===== config.mk =====
export PLATFORM = sky130hd
export DESIGN_NAME = sd_spi_link
export DESIGN_NICKNAME = d
export VERILOG_FILES = /design/src/hw/sd_proto_pkg.sv /design/src/hw/sd_spi_link.sv
export VERILOG_INCLUDE_DIRS = /design/src /design/src/hw
export SDC_FILE = /design/constraint.sdc
export NUM_CORES = 1
export LEC_CHECK = 0
export ABC_AREA = 1
export BUFFER_PORTS_ARGS = -buffer_cell sky130_fd_sc_hd__buf_2
export CAP_MARGIN = 25
export CELL_PAD_IN_SITES_DETAIL_PLACEMENT = 1
export CELL_PAD_IN_SITES_GLOBAL_PLACEMENT = 2
export CORE_ASPECT_RATIO = 0.8
export CORE_MARGIN = 8
export CORE_UTILIZATION = 30
export DETAILED_ROUTE_END_ITERATION = 10
export PLACE_DENSITY_LB_ADDON = 0.1
export SLEW_MARGIN = 25
export SYNTH_ARGS = -nofsm -noshare
export SYNTH_HDL_FRONTEND = slang
export SYNTH_SLANG_ARGS = --single-unit

===== constraint.sdc =====
create_clock -name clk_sys -period 1.66 [get_ports clk_sys]
set_input_delay 0.332 -clock clk_sys [delete_from_list [all_inputs] [get_ports clk_sys]]
set_output_delay 0.332 -clock clk_sys [all_outputs]
set_load 0.005 [all_outputs]

===== src/hw/sd_card_config.svh =====
// card constants shared by packages and modules; only the 4-byte NCR gap and 512-byte sectors are supported
`ifndef SD_CARD_CONFIG_SVH
`define SD_CARD_CONFIG_SVH

// fill bytes between the command CRC byte and R1
`define SD_NCR 4

// one sector, also the only legal CMD16 length
`define SD_SECTOR_BYTES 512

// buffer index width, log2 of the sector length
`define SD_BUF_AW 9

// start token for a single block, both directions
`define SD_TOKEN_START 8'hFE

// data response "accepted"
`define SD_DATA_RESP_OK 8'h05

// idle level on the bus, all ones
`define SD_FILL 8'hFF

`endif


===== src/hw/sd_proto_pkg.sv =====
// SPI-mode protocol types; only the command indices the card answers are named in the enum
package sd_proto_pkg;

    // one byte on the SPI wire
    typedef logic [7:0] sd_byte_t;

    // 32-bit command argument, MSB received first
    typedef logic [31:0] sd_arg_t;

    // command index, low 6 bits of the start byte
    typedef enum logic [5:0] {
        GO_IDLE         = 6'd0,   // CMD0
        SEND_IF_COND    = 6'd8,   // CMD8
        SEND_STATUS     = 6'd13,  // CMD13
        SET_BLOCKLEN    = 6'd16,  // CMD16
        READ_SINGLE     = 6'd17,  // CMD17
        WRITE_SINGLE    = 6'd24,  // CMD24
        SD_SEND_OP_COND = 6'd41,  // ACMD41 when after CMD55
        APP_CMD         = 6'd55,  // CMD55
        READ_OCR        = 6'd58   // CMD58
    } sd_cmd_e;

    // R1 codes
    localparam sd_byte_t R1_READY   = 8'h00;
    localparam sd_byte_t R1_IDLE    = 8'h01;  // idle bit
    localparam sd_byte_t R1_ILLEGAL = 8'h04;  // illegal command bit
    localparam sd_byte_t R1_PARAM   = 8'h40;  // parameter error bit

    // data phase states, shared by read and write
    typedef enum logic [2:0] {
        X_IDLE,   // command engine owns sdo
        X_REQ,    // host request pending
        X_WAIT,   // accepted, waiting for req_done
        X_SYNC,   // done seen, wait for byte boundary
        X_TOKEN,  // read sends token, write hunts for it
        X_DATA,   // 512 data bytes
        X_CRC,    // two CRC bytes, never checked
        X_DRESP   // write data response
    } xfer_state_e;

endpackage


===== src/hw/sd_spi_link.sv =====
// SPI mode 0 byte link; needs sck at 8 or more clk_sys cycles per period, first byte after cs goes out as 0xFF
`timescale 1ns/1ps
`include "sd_card_config.svh"

module sd_spi_link
    import sd_proto_pkg::*;
(
    input  logic     clk_sys,
    input  logic     card_is_reset,
    input  logic     sd_cs,
    input  logic     sd_sck,
    input  logic     sd_sdi,
    input  sd_byte_t tx_byte,
    output logic     sd_sdo,
    output sd_byte_t rx_byte,
    output logic     rx_valid,
    output logic     selected
);

    logic [2:0] sck_q;  // two sync stages plus edge history
    logic [1:0] sdi_q;  // same depth as sck, keeps bits aligned
    logic [1:0] cs_q;
    logic [2:0] bit_cnt;
    sd_byte_t   rx_sh;
    sd_byte_t   tx_sh;
    logic       sck_rise;
    logic       sck_fall;

    always_ff @(posedge clk_sys) begin
        sck_q <= {sck_q[1:0], sd_sck};
        sdi_q <= {sdi_q[0], sd_sdi};
        cs_q  <= {cs_q[0], sd_cs};
    end

    assign sck_rise = sck_q[1] & ~sck_q[2];
    assign sck_fall = ~sck_q[1] & sck_q[2];
    assign selected = ~cs_q[1];  // cs active low
    assign rx_byte  = rx_sh;

    // receive shifter, sampled on rising sck
    always_ff @(posedge clk_sys) begin
        if (selected && sck_rise) rx_sh <= {rx_sh[6:0], sdi_q[1]};
    end

    always_ff @(posedge clk_sys) begin
        rx_valid <= 1'b0;
        if (card_is_reset || !selected) begin
            bit_cnt <= 3'd0;   // next byte starts clean
            sd_sdo  <= 1'b1;
            tx_sh   <= `SD_FILL;
        end else begin
            if (sck_rise) begin
                bit_cnt <= bit_cnt + 3'd1;
                if (bit_cnt == 3'd7) rx_valid <= 1'b1;  // rx_sh complete next cycle
            end
            if (sck_fall) begin
                if (bit_cnt == 3'd0) begin
                    // byte boundary, take a new byte MSB first
                    sd_sdo <= tx_byte[7];
                    tx_sh  <= {tx_byte[6:0], 1'b1};
                end else begin
                    sd_sdo <= tx_sh[7];
                    tx_sh  <= {tx_sh[6:0], 1'b1};  // shift in ones
                end
            end
        end
    end

endmodule


==> results of run 1 <==
worst max-delay path: cells and delay by family, from the launching register on:
kind | cells | cell delay (ns)
buf+inv | 1 | 0.06
fa+ha+maj | 1 | 0.31
flops | 1 | 0.36
simple gates | 4 | 0.39
where the power goes:
| group | internal [mW] | total [mW] | switching, mW |
|---|---|---|---|
| Combinational | 0.0380 | 0.0931 | 0.0551 |
| Sequential | 0.700 | 0.711 | 0.0111 |
| Clock | 0.172 | 0.379 | 0.207 |
area by class of cell:
type | count | share of cell area, %
sequential | 27 | 50.92
multi-input combinational | 58 | 23.92
timing repair buffer | 24 | 10.06
inverter | 23 | 7.084
tap | 40 | 4.107
clock buffer | 3 | 3.388
clock inverter | 1 | 0.5133
worst paths after layout:
path | startpoint | endpoint | slack [ns] | cells past startpoint
worst max-delay path | bit_cnt[0]$_SDFFE_PP0N_ | tx_sh[2]$_SDFFE_PP1P_ | 0.43 | 6
worst min-delay path | sd_sdi | sdi_q[0]$_DFF_P_ | 0.15 | 1
worst max register to register | bit_cnt[0]$_SDFFE_PP0N_ | tx_sh[2]$_SDFFE_PP1P_ | 0.43 | 6
worst min register to register | sck_q[0]$_DFF_P_ | sck_q[1]$_DFF_P_ | 0.34 | 0
logic make-up after synthesis:
logic type                 Yosys count  synth area share (%)
buffers and inverters               24                 9.328
adders and majority gates            3                 3.732
DFF                                 27                 61.69
AOI/OAI and AO/OA                   10                 4.974
and+or+nand+nor                     45                 20.27
state kept, by name (all words and copies together), names as in the netlist:
signal	flops
rx_byte	8
tx_sh	7
bit_cnt	3
sck_q	3
cs_q	2
sdi_q	2
rx_valid	1
sd_sdo	1
placed cells by master, fill, tap and decap left out, drive strengths merged, types with 3 or more instances in the layout:
cell,instances
buf,24
clkbuf,3
ha,3
nand2,20
nor2,9
nand3,15
a21oi,7
dfxtp,19
o21ai,3
inv,24
edfxtp,8
metrics by stage:
step / power (mW) / hold WS [ns] / util (%) / setup slack [ns] / std cells
5_1_grt: 1.253 / 0.1307 / 38.65 / 0.2491 / 176
3_3_place_gp: 0.8179 / 0.3104 / 37.14 / 0.4809 / 172
6_report: 1.183 / 0.1529 / 38.65 / 0.4300 / 176
4_1_cts: 1.211 / 0.1421 / 38.65 / 0.4147 / 176
2_1_floorplan: 0.7821 / 0.3096 / - / 0.4719 / 109
3_5_place_dp: 0.8227 / 0.3147 / 37.14 / 0.4356 / 172
routing by layer:
metal	wire (um)	GRT usage [%]	vias to the layer above
li1	-	-	395
met1	959	9.877	370
met2	1053	15.68	12
met3	145	4.111	2
met4	13	2.000	0
met5	0	0	-
==> metrics.yaml, run 1 <==
first_pass_iters: 3
port-buffer-count: 23
synthCells: 109
crit_type: "flip-flop to flip-flop"
grt_max_degree: 17
diodes: 0
synth.distinct_cells: 14
synth_edf_count: 8
track_usage_pct: 9.000
ys_seq_area_share_pct: 61.69
cp.arrival_ns: 1.40
postPlaceCellArea_um2: 1171
cts_max_level: 1
status: "complete, no violations"
clkTransAtPathRegs_ns: 0.10
hp-class: "input port to flip-flop"
rsz0062_at_grt: "false"
fin_crit_sh_pct: 74.10
synth_most_common_cell: "inv_1"
numCtsBuffers: 3
seqCellArea_um2: 620.6
drv_slew: 0
cts_root_buf: "clkbuf_8"
synthTopCellsByCount: "inv_1 (20), dfxtp_1 (19), nand2_1 (18), nand3_1 (15)"
final_cell_area_um2: 1219
rows: 18
ioPinCount: 24
fin_skew_ns: 0.003628
wirelength_um: 2172
crit_fanout: 9
clock_latency_ns: 0.27
core_region_area_um2: 3153
clock.fmax_mhz: 813.0
max_stage_delay_ns: 0.36
cts_buffer_depth: 2
synth.area.top_cells: "dfxtp_1 (38%), edfxtp_1 (24%), inv_1 (7.5%), nand3_1 (7.5%), nand2_1 (6.7%)"
syn_area_um2: 1006
crit_slowest_cell: "dfxtp_1"
cp.required_ns: 1.83
num_vias: 779
cts_num_sinks: 27
ys_ff_latch: 27
num-fill-cells: 395
final_nets: 153
setup_tns_ns: 0
viasPerCell: 4.426
synth_top_cell_by_area: "dfxtp_1"
power_density_nw_per_um2: 971.0
relSlewSlack_pct: 77.53
floorplan.initialDensity_pct: 31.90
drive_above_1_share_pct: 25.00
hold_viol_final: 0
synth_top_area_share_pct: 37.81
drc_errors: 0
antenna_found_initial: 0
cp_common_cell: "nand2_1"
syn_to_final_growth_pct: 21.14
synth-async-reset-ratio_pct: 0
yosys_warnings: 0
hpwl_um: 1695
die_h_um: 67.80
chipWidth_um: 80.74
cts_tree: "built"
dieArea_um2: 5474
ir_worst_vdd_uv: 536.3
setup_viol: 0
cts_resized: 0
maxCapViolCount: 0
wl_per_cell_um: 12.34
cp-end-kind: "flip-flop"
drtIter0Drc: 20
avgSynthCellArea_um2: 9.229
synthesis.nets: 125
ctsHoldBuffers: 0
worst_pin_slew_ns: 0.3371
overflow: 0
min_period_ns: 1.230
grt_pass1_wl_um: 3864
place_congestion: 0.7007
startpoint_type: "flip-flop"
p_leak_nw: 0.6067
grt_pass1_vias: 854
cts_setup_buffers: 0
drtAntennaViolNets: 0
synth_ff_type: "dfxtp_1"
crit_chain: "inv_1 -> ha_1 -> nand2_2 -> nand2_1 -> nand3_1 -> nand2_1"
multi_input_area_um2: 291.5
Note: power is estimated with default switching activity, not from simulation.
==> inputs of run 2 (changes only) <==
==> constraint.sdc (replaced) <==
create_clock -name clk_sys -period 1.3 [get_ports clk_sys]
set_input_delay 0.26 -clock clk_sys [delete_from_list [all_inputs] [get_ports clk_sys]]
set_output_delay 0.26 -clock clk_sys [all_outputs]
set_load 0.005 [all_outputs]
==> run 2 against run 1 <==
Compared with the run above:
- final area grew 0.21%
- cell count is the same
- critical endpoint is now tx_sh[4]$_SDFFE_PP1P_
- first-iteration DRC count rose by 65%
- clock skew grew 0.00067 ns
- core utilization is 0.079 points higher
- largest cell class unchanged
- die area did not move
- power grew 28%
- non-clock buffer count unchanged
- hold slack got worse by 0.073 ns
==> metrics.yaml, run 2 (synthesized netlist as in run 1, its figures left out) <==
cts_max_level: 1  # unchanged
placedCellCount: 172  # unchanged
chipWidth_um: 80.74  # unchanged
postLayoutSetupSlackWorst_ns: 0.1755  # -0.2545 ns
place_congestion: 0.7007  # unchanged
wl_per_cell_um: 12.22  # -1.0%
cp-end-kind: "flip-flop"
power_density_nw_per_um2: 1239  # +28%
cts_tree: "built"
p_leak_nw: 0.6057  # -0.16%
clkTransAtPathRegs_ns: 0.09  # about the same
syn_to_final_growth_pct: 21.39
ir_worst_vdd_uv: 557.3  # +3.9%
floorplan.initialDensity_pct: 31.90  # unchanged
largest_register_ffs: 8  # unchanged
rsz0062_at_grt: "false"
grt_pass1_wl_um: 3719  # -3.8%
grt_max_degree: 17  # unchanged
power_switching_mw: 0.3498  # +28%
worst_pin_slew_ns: 0.2084  # -0.1287 ns
cp.required_ns: 1.47  # -0.36 ns
drive_above_1_share_pct: 25.74  # +0.74 points
postPlaceCellArea_um2: 1171  # unchanged
crit_fanout: 9  # unchanged
intPower_mw: 1.163  # +28%
antenna_found_initial: 0  # unchanged
worst-path-buf-inv: 1  # unchanged
dieArea_um2: 5474  # unchanged
hold_viol_final: 0  # unchanged
final_nets: 153  # unchanged
drtAntennaViolNets: 0  # unchanged
fin_skew_ns: 0.004299  # +0.0006712 ns
netSwitchingFraction_pct: 23.13  # about the same
crit_slowest_cell: "dfxtp_1"
relSlewSlack_pct: 86.06  # +8.5 points
final_common_cell: "buf_2"
cts_buffer_depth: 2  # unchanged
grt_pass1_vias: 830  # -2.8%
num_vias: 761  # -2.3%
crit_chain: "inv_1 -> ha_2 -> nand2_2 -> nand2_1 -> nand3_1 -> nand2_1"
setup_tns_ns: 0  # unchanged
diodes: 0  # unchanged
cp_common_cell: "nand2_1"
fin_crit_sh_pct: 86.50  # +12 points
cts_root_buf: "clkbuf_8"
max_stage_delay_ns: 0.36  # about the same
clock.fmax_mhz: 889.3  # +9.4%
cts_num_sinks: 27  # unchanged
setup_viol: 0  # unchanged
cp.arrival_ns: 1.30  # -0.10 ns
min_period_ns: 1.124  # -0.1055 ns
num-fill-cells: 397  # +0.51%
ioPinCount: 24  # unchanged
p_clk_share_pct: 32.0  # about the same
crit_family: "flip-flops"
numCtsBuffers: 3  # unchanged
pwr-share-comb_pct: 7.9  # about the same
hp-class: "input port to flip-flop"
die_h_um: 67.80  # unchanged
ctsHoldBuffers: 0  # unchanged
clock_latency_ns: 0.27  # about the same
track_usage_pct: 8.726  # -0.27 points
startpoint_type: "flip-flop"
seqPwrFrac_pct: 60.0  # about the same
dpl_worst_slack_ns: 0.07197  # -0.3636 ns
port-buffer-count: 23  # unchanged
crit_type: "flip-flop to flip-flop"
core_region_area_um2: 3153  # unchanged
cts_setup_buffers: 0  # unchanged
power.total_mw: 1.512  # +28%
instances_no_fill: 176  # unchanged
rows: 18  # unchanged
viasPerCell: 4.324  # -2.3%
overflow: 0  # unchanged
hpwl_um: 1663  # -1.9%
drtIter0Drc: 33  # +65%
drc_errors: 0  # unchanged
status: "complete, no violations"
wirelength_um: 2150  # -1.0%
maxCapViolCount: 0  # unchanged
mostFrequentLayoutCells: "buf_2 (23), inv_1 (20), dfxtp_1 (19)"
first_pass_iters: 2  # -1
drv_slew: 0  # unchanged
final_cell_area_um2: 1221  # +0.21%
run 2: path summary, 6_finish.rpt:
kind                                               from               endpoint  slack [ns]  cells after the start
worst min register to register         sdi_q[0]$_DFF_P_       sdi_q[1]$_DFF_P_        0.33                      0
worst min-delay path                             sd_sdi       sdi_q[0]$_DFF_P_        0.08                      1
worst max-delay path            bit_cnt[0]$_SDFFE_PP0N_  tx_sh[4]$_SDFFE_PP1P_        0.18                      6
worst max register to register  bit_cnt[0]$_SDFFE_PP0N_  tx_sh[4]$_SDFFE_PP1P_        0.18                      6
run 2: what timing repair did:
item                       4_1_cts  5_1_grt
hold endpoints to repair         0        0
setup endpoints to repair        0        7
resized for setup                0        1
run 2: worst reg2reg max path: stages, from the launching register on:
cell	delay, ns
dfxtp_1	0.36
inv_1	0.06
ha_2	0.25
nand2_2	0.16
nand2_1	0.07
nand3_1	0.07
nand2_1	0.05
run 2: metrics by stage:
stage          hold slack (ns)  utilization (%)
4_1_cts                0.07008            38.65
3_5_place_dp            0.3147            37.14
6_report               0.07987            38.73
3_3_place_gp            0.3104            37.14
5_1_grt                0.05931            38.73
2_1_floorplan           0.2877                -
run 2: cell type report:
cell class	instances	area, um^2	share of cell area [%]
sequential	27	620.6	50.82
clock buffer	3	41.29	3.381
inverter	23	86.33	7.070
clock inverter	1	6.256	0.5123
tap	40	50.05	4.098
multi-input combinational	58	294.0	24.08
timing repair buffer	24	122.6	10.04
run 2: layer usage:
metal  wire length (um)  GRT usage [%]  part of all wire, %
met3                145          4.111                  6.7
met2               1059          15.48                   49
met4                 13          2.000                 0.60
met1                931          9.266                   43
met5                  0              0                    0
run 2: power by group through the flow:
stage | Sequential, mW | Combinational, mW | Clock [mW]
final | 0.908 | 0.120 | 0.485
after global routing | 0.913 | 0.139 | 0.544
after CTS | 0.909 | 0.122 | 0.514
after detailed placement | 0.928 | 0.122 | 0
after global placement | 0.926 | 0.118 | 0
after floorplan | 0.926 | 0.0724 | 0
==> inputs of run 3 (changes only) <==
--- a/config.mk
+++ b/config.mk
@@ -7,14 +7,14 @@
 export NUM_CORES = 1
 export LEC_CHECK = 0
 export ABC_AREA = 1
-export BUFFER_PORTS_ARGS = -buffer_cell sky130_fd_sc_hd__buf_2
 export CAP_MARGIN = 25
 export CELL_PAD_IN_SITES_DETAIL_PLACEMENT = 1
 export CELL_PAD_IN_SITES_GLOBAL_PLACEMENT = 2
 export CORE_ASPECT_RATIO = 0.8
 export CORE_MARGIN = 8
-export CORE_UTILIZATION = 30
+export CORE_UTILIZATION = 35
 export DETAILED_ROUTE_END_ITERATION = 10
+export DONT_BUFFER_PORTS = 1
 export PLACE_DENSITY_LB_ADDON = 0.1
 export SLEW_MARGIN = 25
 export SYNTH_ARGS = -nofsm -noshare
==> run 3 against run 2 <==
Compared with the run above:
- sequential power about the same
- hold slack got worse by 0.025 ns
- clock power shrank 28%
- register-to-register slack worse by 0.02 ns
- critical endpoint is now bit_cnt[2]$_SDFFE_PP0N_
- non-clock buffer count shrank 19
- maximum frequency down 1.5%
- combinational power is 16% lower
==> metrics.yaml, run 3 (synthesized netlist as in run 1, its figures left out) <==
status: "complete, no violations"
overflow: 0  # unchanged
cp.required_ns: 1.53  # +0.06 ns
syn_to_final_growth_pct: 11.44
cts_num_sinks: 27  # unchanged
first_pass_iters: 4  # +2
core_region_area_um2: 2744  # -13%
rr_endpoint: "bit_cnt[2]$_SDFFE_PP0N_"
hp-class: "input port to flip-flop"
diodes: 0  # unchanged
crit_type: "flip-flop to flip-flop"
crit_fanout: 3  # -6
numCtsBuffers: 3  # unchanged
floorplan.initialDensity_pct: 36.66  # +4.8 points
fin_skew_ns: 0.003672  # -0.0006274 ns
clock.fmax_mhz: 875.9  # -1.5%
wl_per_cell_um: 12.88  # +5.4%
cts_setup_buffers: 0  # unchanged
relSlewSlack_pct: 84.89  # -1.2 points
grt_max_degree: 16  # -1
hpwl_um: 1532  # -7.9%
final_common_cell: "inv_1"
port-buffer-count: 0  # -100%
cts_buffer_depth: 2  # unchanged
cp.arrival_ns: 1.37  # +0.07 ns
netSwitchingFraction_pct: 22.90  # -0.22 points
p_leak_nw: 0.5237  # -14%
drtIter0Drc: 46  # +39%
die_h_um: 63.95  # -5.7%
drc_errors: 0  # unchanged
num_vias: 684  # -10%
worst_r2r_path_depth: 4  # -2
setup_viol: 0  # unchanged
ir_worst_vdd_uv: 560.0  # +0.48%
num-fill-cells: 323  # -19%
multi_input_area_um2: 294.0  # unchanged
startpoint_type: "flip-flop"
antenna_found_initial: 0  # unchanged
largest_register_ffs: 8  # unchanged
setup_tns_ns: 0  # unchanged
power_density_nw_per_um2: 1215  # -1.9%
crit_family: "adder cells"
clock_latency_ns: 0.32  # +0.05 ns
track_usage_pct: 8.521  # -0.21 points
drive_above_1_share_pct: 11.11  # -15 points
final_nets: 134  # -12%
cp-end-kind: "flip-flop"
chipWidth_um: 75.94  # -5.9%
postPlaceCellArea_um2: 1061  # -9.4%
fin_crit_sh_pct: 87.82  # +1.3 points
place_congestion: 0.7505  # +7.1%
grt_pass1_vias: 706  # -15%
clkTransAtPathRegs_ns: 0.14  # +0.05 ns
final_cell_area_um2: 1121  # -8.2%
power_switching_mw: 0.3120  # -11%
seqCellArea_um2: 620.6  # unchanged
worst-path-buf-inv: 0  # -1
max_stage_delay_ns: 0.35  # about the same
crit_slowest_cell: "dfxtp_1"
crit_chain: "ha_1 -> ha_1 -> o21ai_0 -> nor2_1"
drtAntennaViolNets: 0  # unchanged
worst_hold_slack_ns: 0.05481  # -0.02506 ns
cts_tree: "built"
hold_viol_final: 0  # unchanged
min_to: "tx_sh[1]$_SDFFE_PP1P_"
grt_pass1_wl_um: 3360  # -9.7%
drv_slew: 0  # unchanged
rsz0062_at_grt: "false"
seqPwrFrac_pct: 66.9  # +6.9 points
p_clk_share_pct: 25.7  # -6.3 points
hold_path.startpoint: "card_is_reset"
ff2ff_setup_slack_ns: 0.16  # -0.02 ns
mostFrequentLayoutCells: "inv_1 (20), dfxtp_1 (19), nand2_1 (18)"
cp_common_cell: "ha_1"
worst_pin_slew_ns: 0.2243  # +0.01591 ns
r2r_start: "bit_cnt[0]$_SDFFE_PP0N_"
intPower_mw: 1.050  # -9.7%
cts_root_buf: "clkbuf_4"
cts_max_level: 1  # unchanged
ioPinCount: 24  # unchanged
hold_depth: 2  # +1
maxCapViolCount: 0  # unchanged
pwr-share-comb_pct: 7.4  # -0.5 points
viasPerCell: 4.413  # +2.1%
rows: 17  # -1
wirelength_um: 1996  # -7.2%
dieArea_um2: 4856  # -11%
min_period_ns: 1.142  # +0.01717 ns
==> run 3: cell types whose count changed in the layout (fill, tap and decap cells not counted), sizes merged <==
cell,previous run,this run
dlygate4sd3,0,3
clkinv,0,1
buf,24,2
inv,24,23
==> run 3: worst register-to-register path: cells and delay by family (launching register included) <==
family / cells / cell delay [ns]
flops: 1 / 0.35
fa+ha+maj: 2 / 0.48
compound gates: 1 / 0.16
simple gates: 1 / 0.06
==> run 3: layout make-up <==
class	instances	area share (%)
clock inverter	1	0.4464
sequential	27	55.36
timing repair buffer	5	4.018
clock buffer	3	2.009
tap	38	4.241
multi-input combinational	58	26.23
inverter	23	7.701
==> run 3: worst max path at each step <==
stage,endpoint,slack [ns],start,cells after the start
final,bit_cnt[2]$_SDFFE_PP0N_,0.16,bit_cnt[0]$_SDFFE_PP0N_,4
after global routing,tx_sh[2]$_SDFFE_PP1P_,0.07,bit_cnt[0]$_SDFFE_PP0N_,6
after CTS,tx_sh[6]$_SDFFE_PP1P_,0.07,bit_cnt[0]$_SDFFE_PP0N_,6
after detailed placement,sd_sdo$_SDFFE_PP1P_,0.09,bit_cnt[0]$_SDFFE_PP0N_,6
after global placement,sd_sdo$_SDFFE_PP1P_,0.11,bit_cnt[0]$_SDFFE_PP0N_,6
after floorplan,rx_byte[0]$_DFFE_PP_,0.11,sck_q[2]$_DFF_P_,3
==> run 3: per-stage QoR <==
| stage | worst slack [ns] | power (mW) | util [%] | std cells |
|---|---|---|---|---|
| floorplan | 0.1119 | 0.9986 | - | 109 |
| global placement | 0.1100 | 1.024 | 38.67 | 148 |
| detailed placement | 0.09494 | 1.026 | 38.67 | 148 |
| CTS | 0.06698 | 1.401 | 40.77 | 155 |
| global route | 0.07429 | 1.449 | 40.86 | 155 |
| finish | 0.1584 | 1.362 | 40.86 | 155 |
==> run 3: what timing repair did <==
action | in CTS | in global routing
gates resized for setup | 0 | 1
setup endpoints to repair | 0 | 4
endpoints found under the hold margin | 3 | 0
hold buffers | 3 | 0
==> run 3: layer usage <==
metal | track usage (%) | vias up | routed length, um
met4 | 2.195 | 0 | 16
met5 | 0 | - | 0
met1 | 10.27 | 314 | 913
met3 | 4.469 | 2 | 129
met2 | 13.02 | 13 | 937
li1 | - | 355 | -
==> run 3: power by group through the flow <==
stage	registers (mW)	clock network [mW]	logic, mW
2_1_floorplan	0.926	0	0.0724
3_3_place_gp	0.929	0	0.0943
3_5_place_dp	0.931	0	0.0953
4_1_cts	0.912	0.386	0.103
5_1_grt	0.915	0.416	0.117
6_report	0.911	0.350	0.101
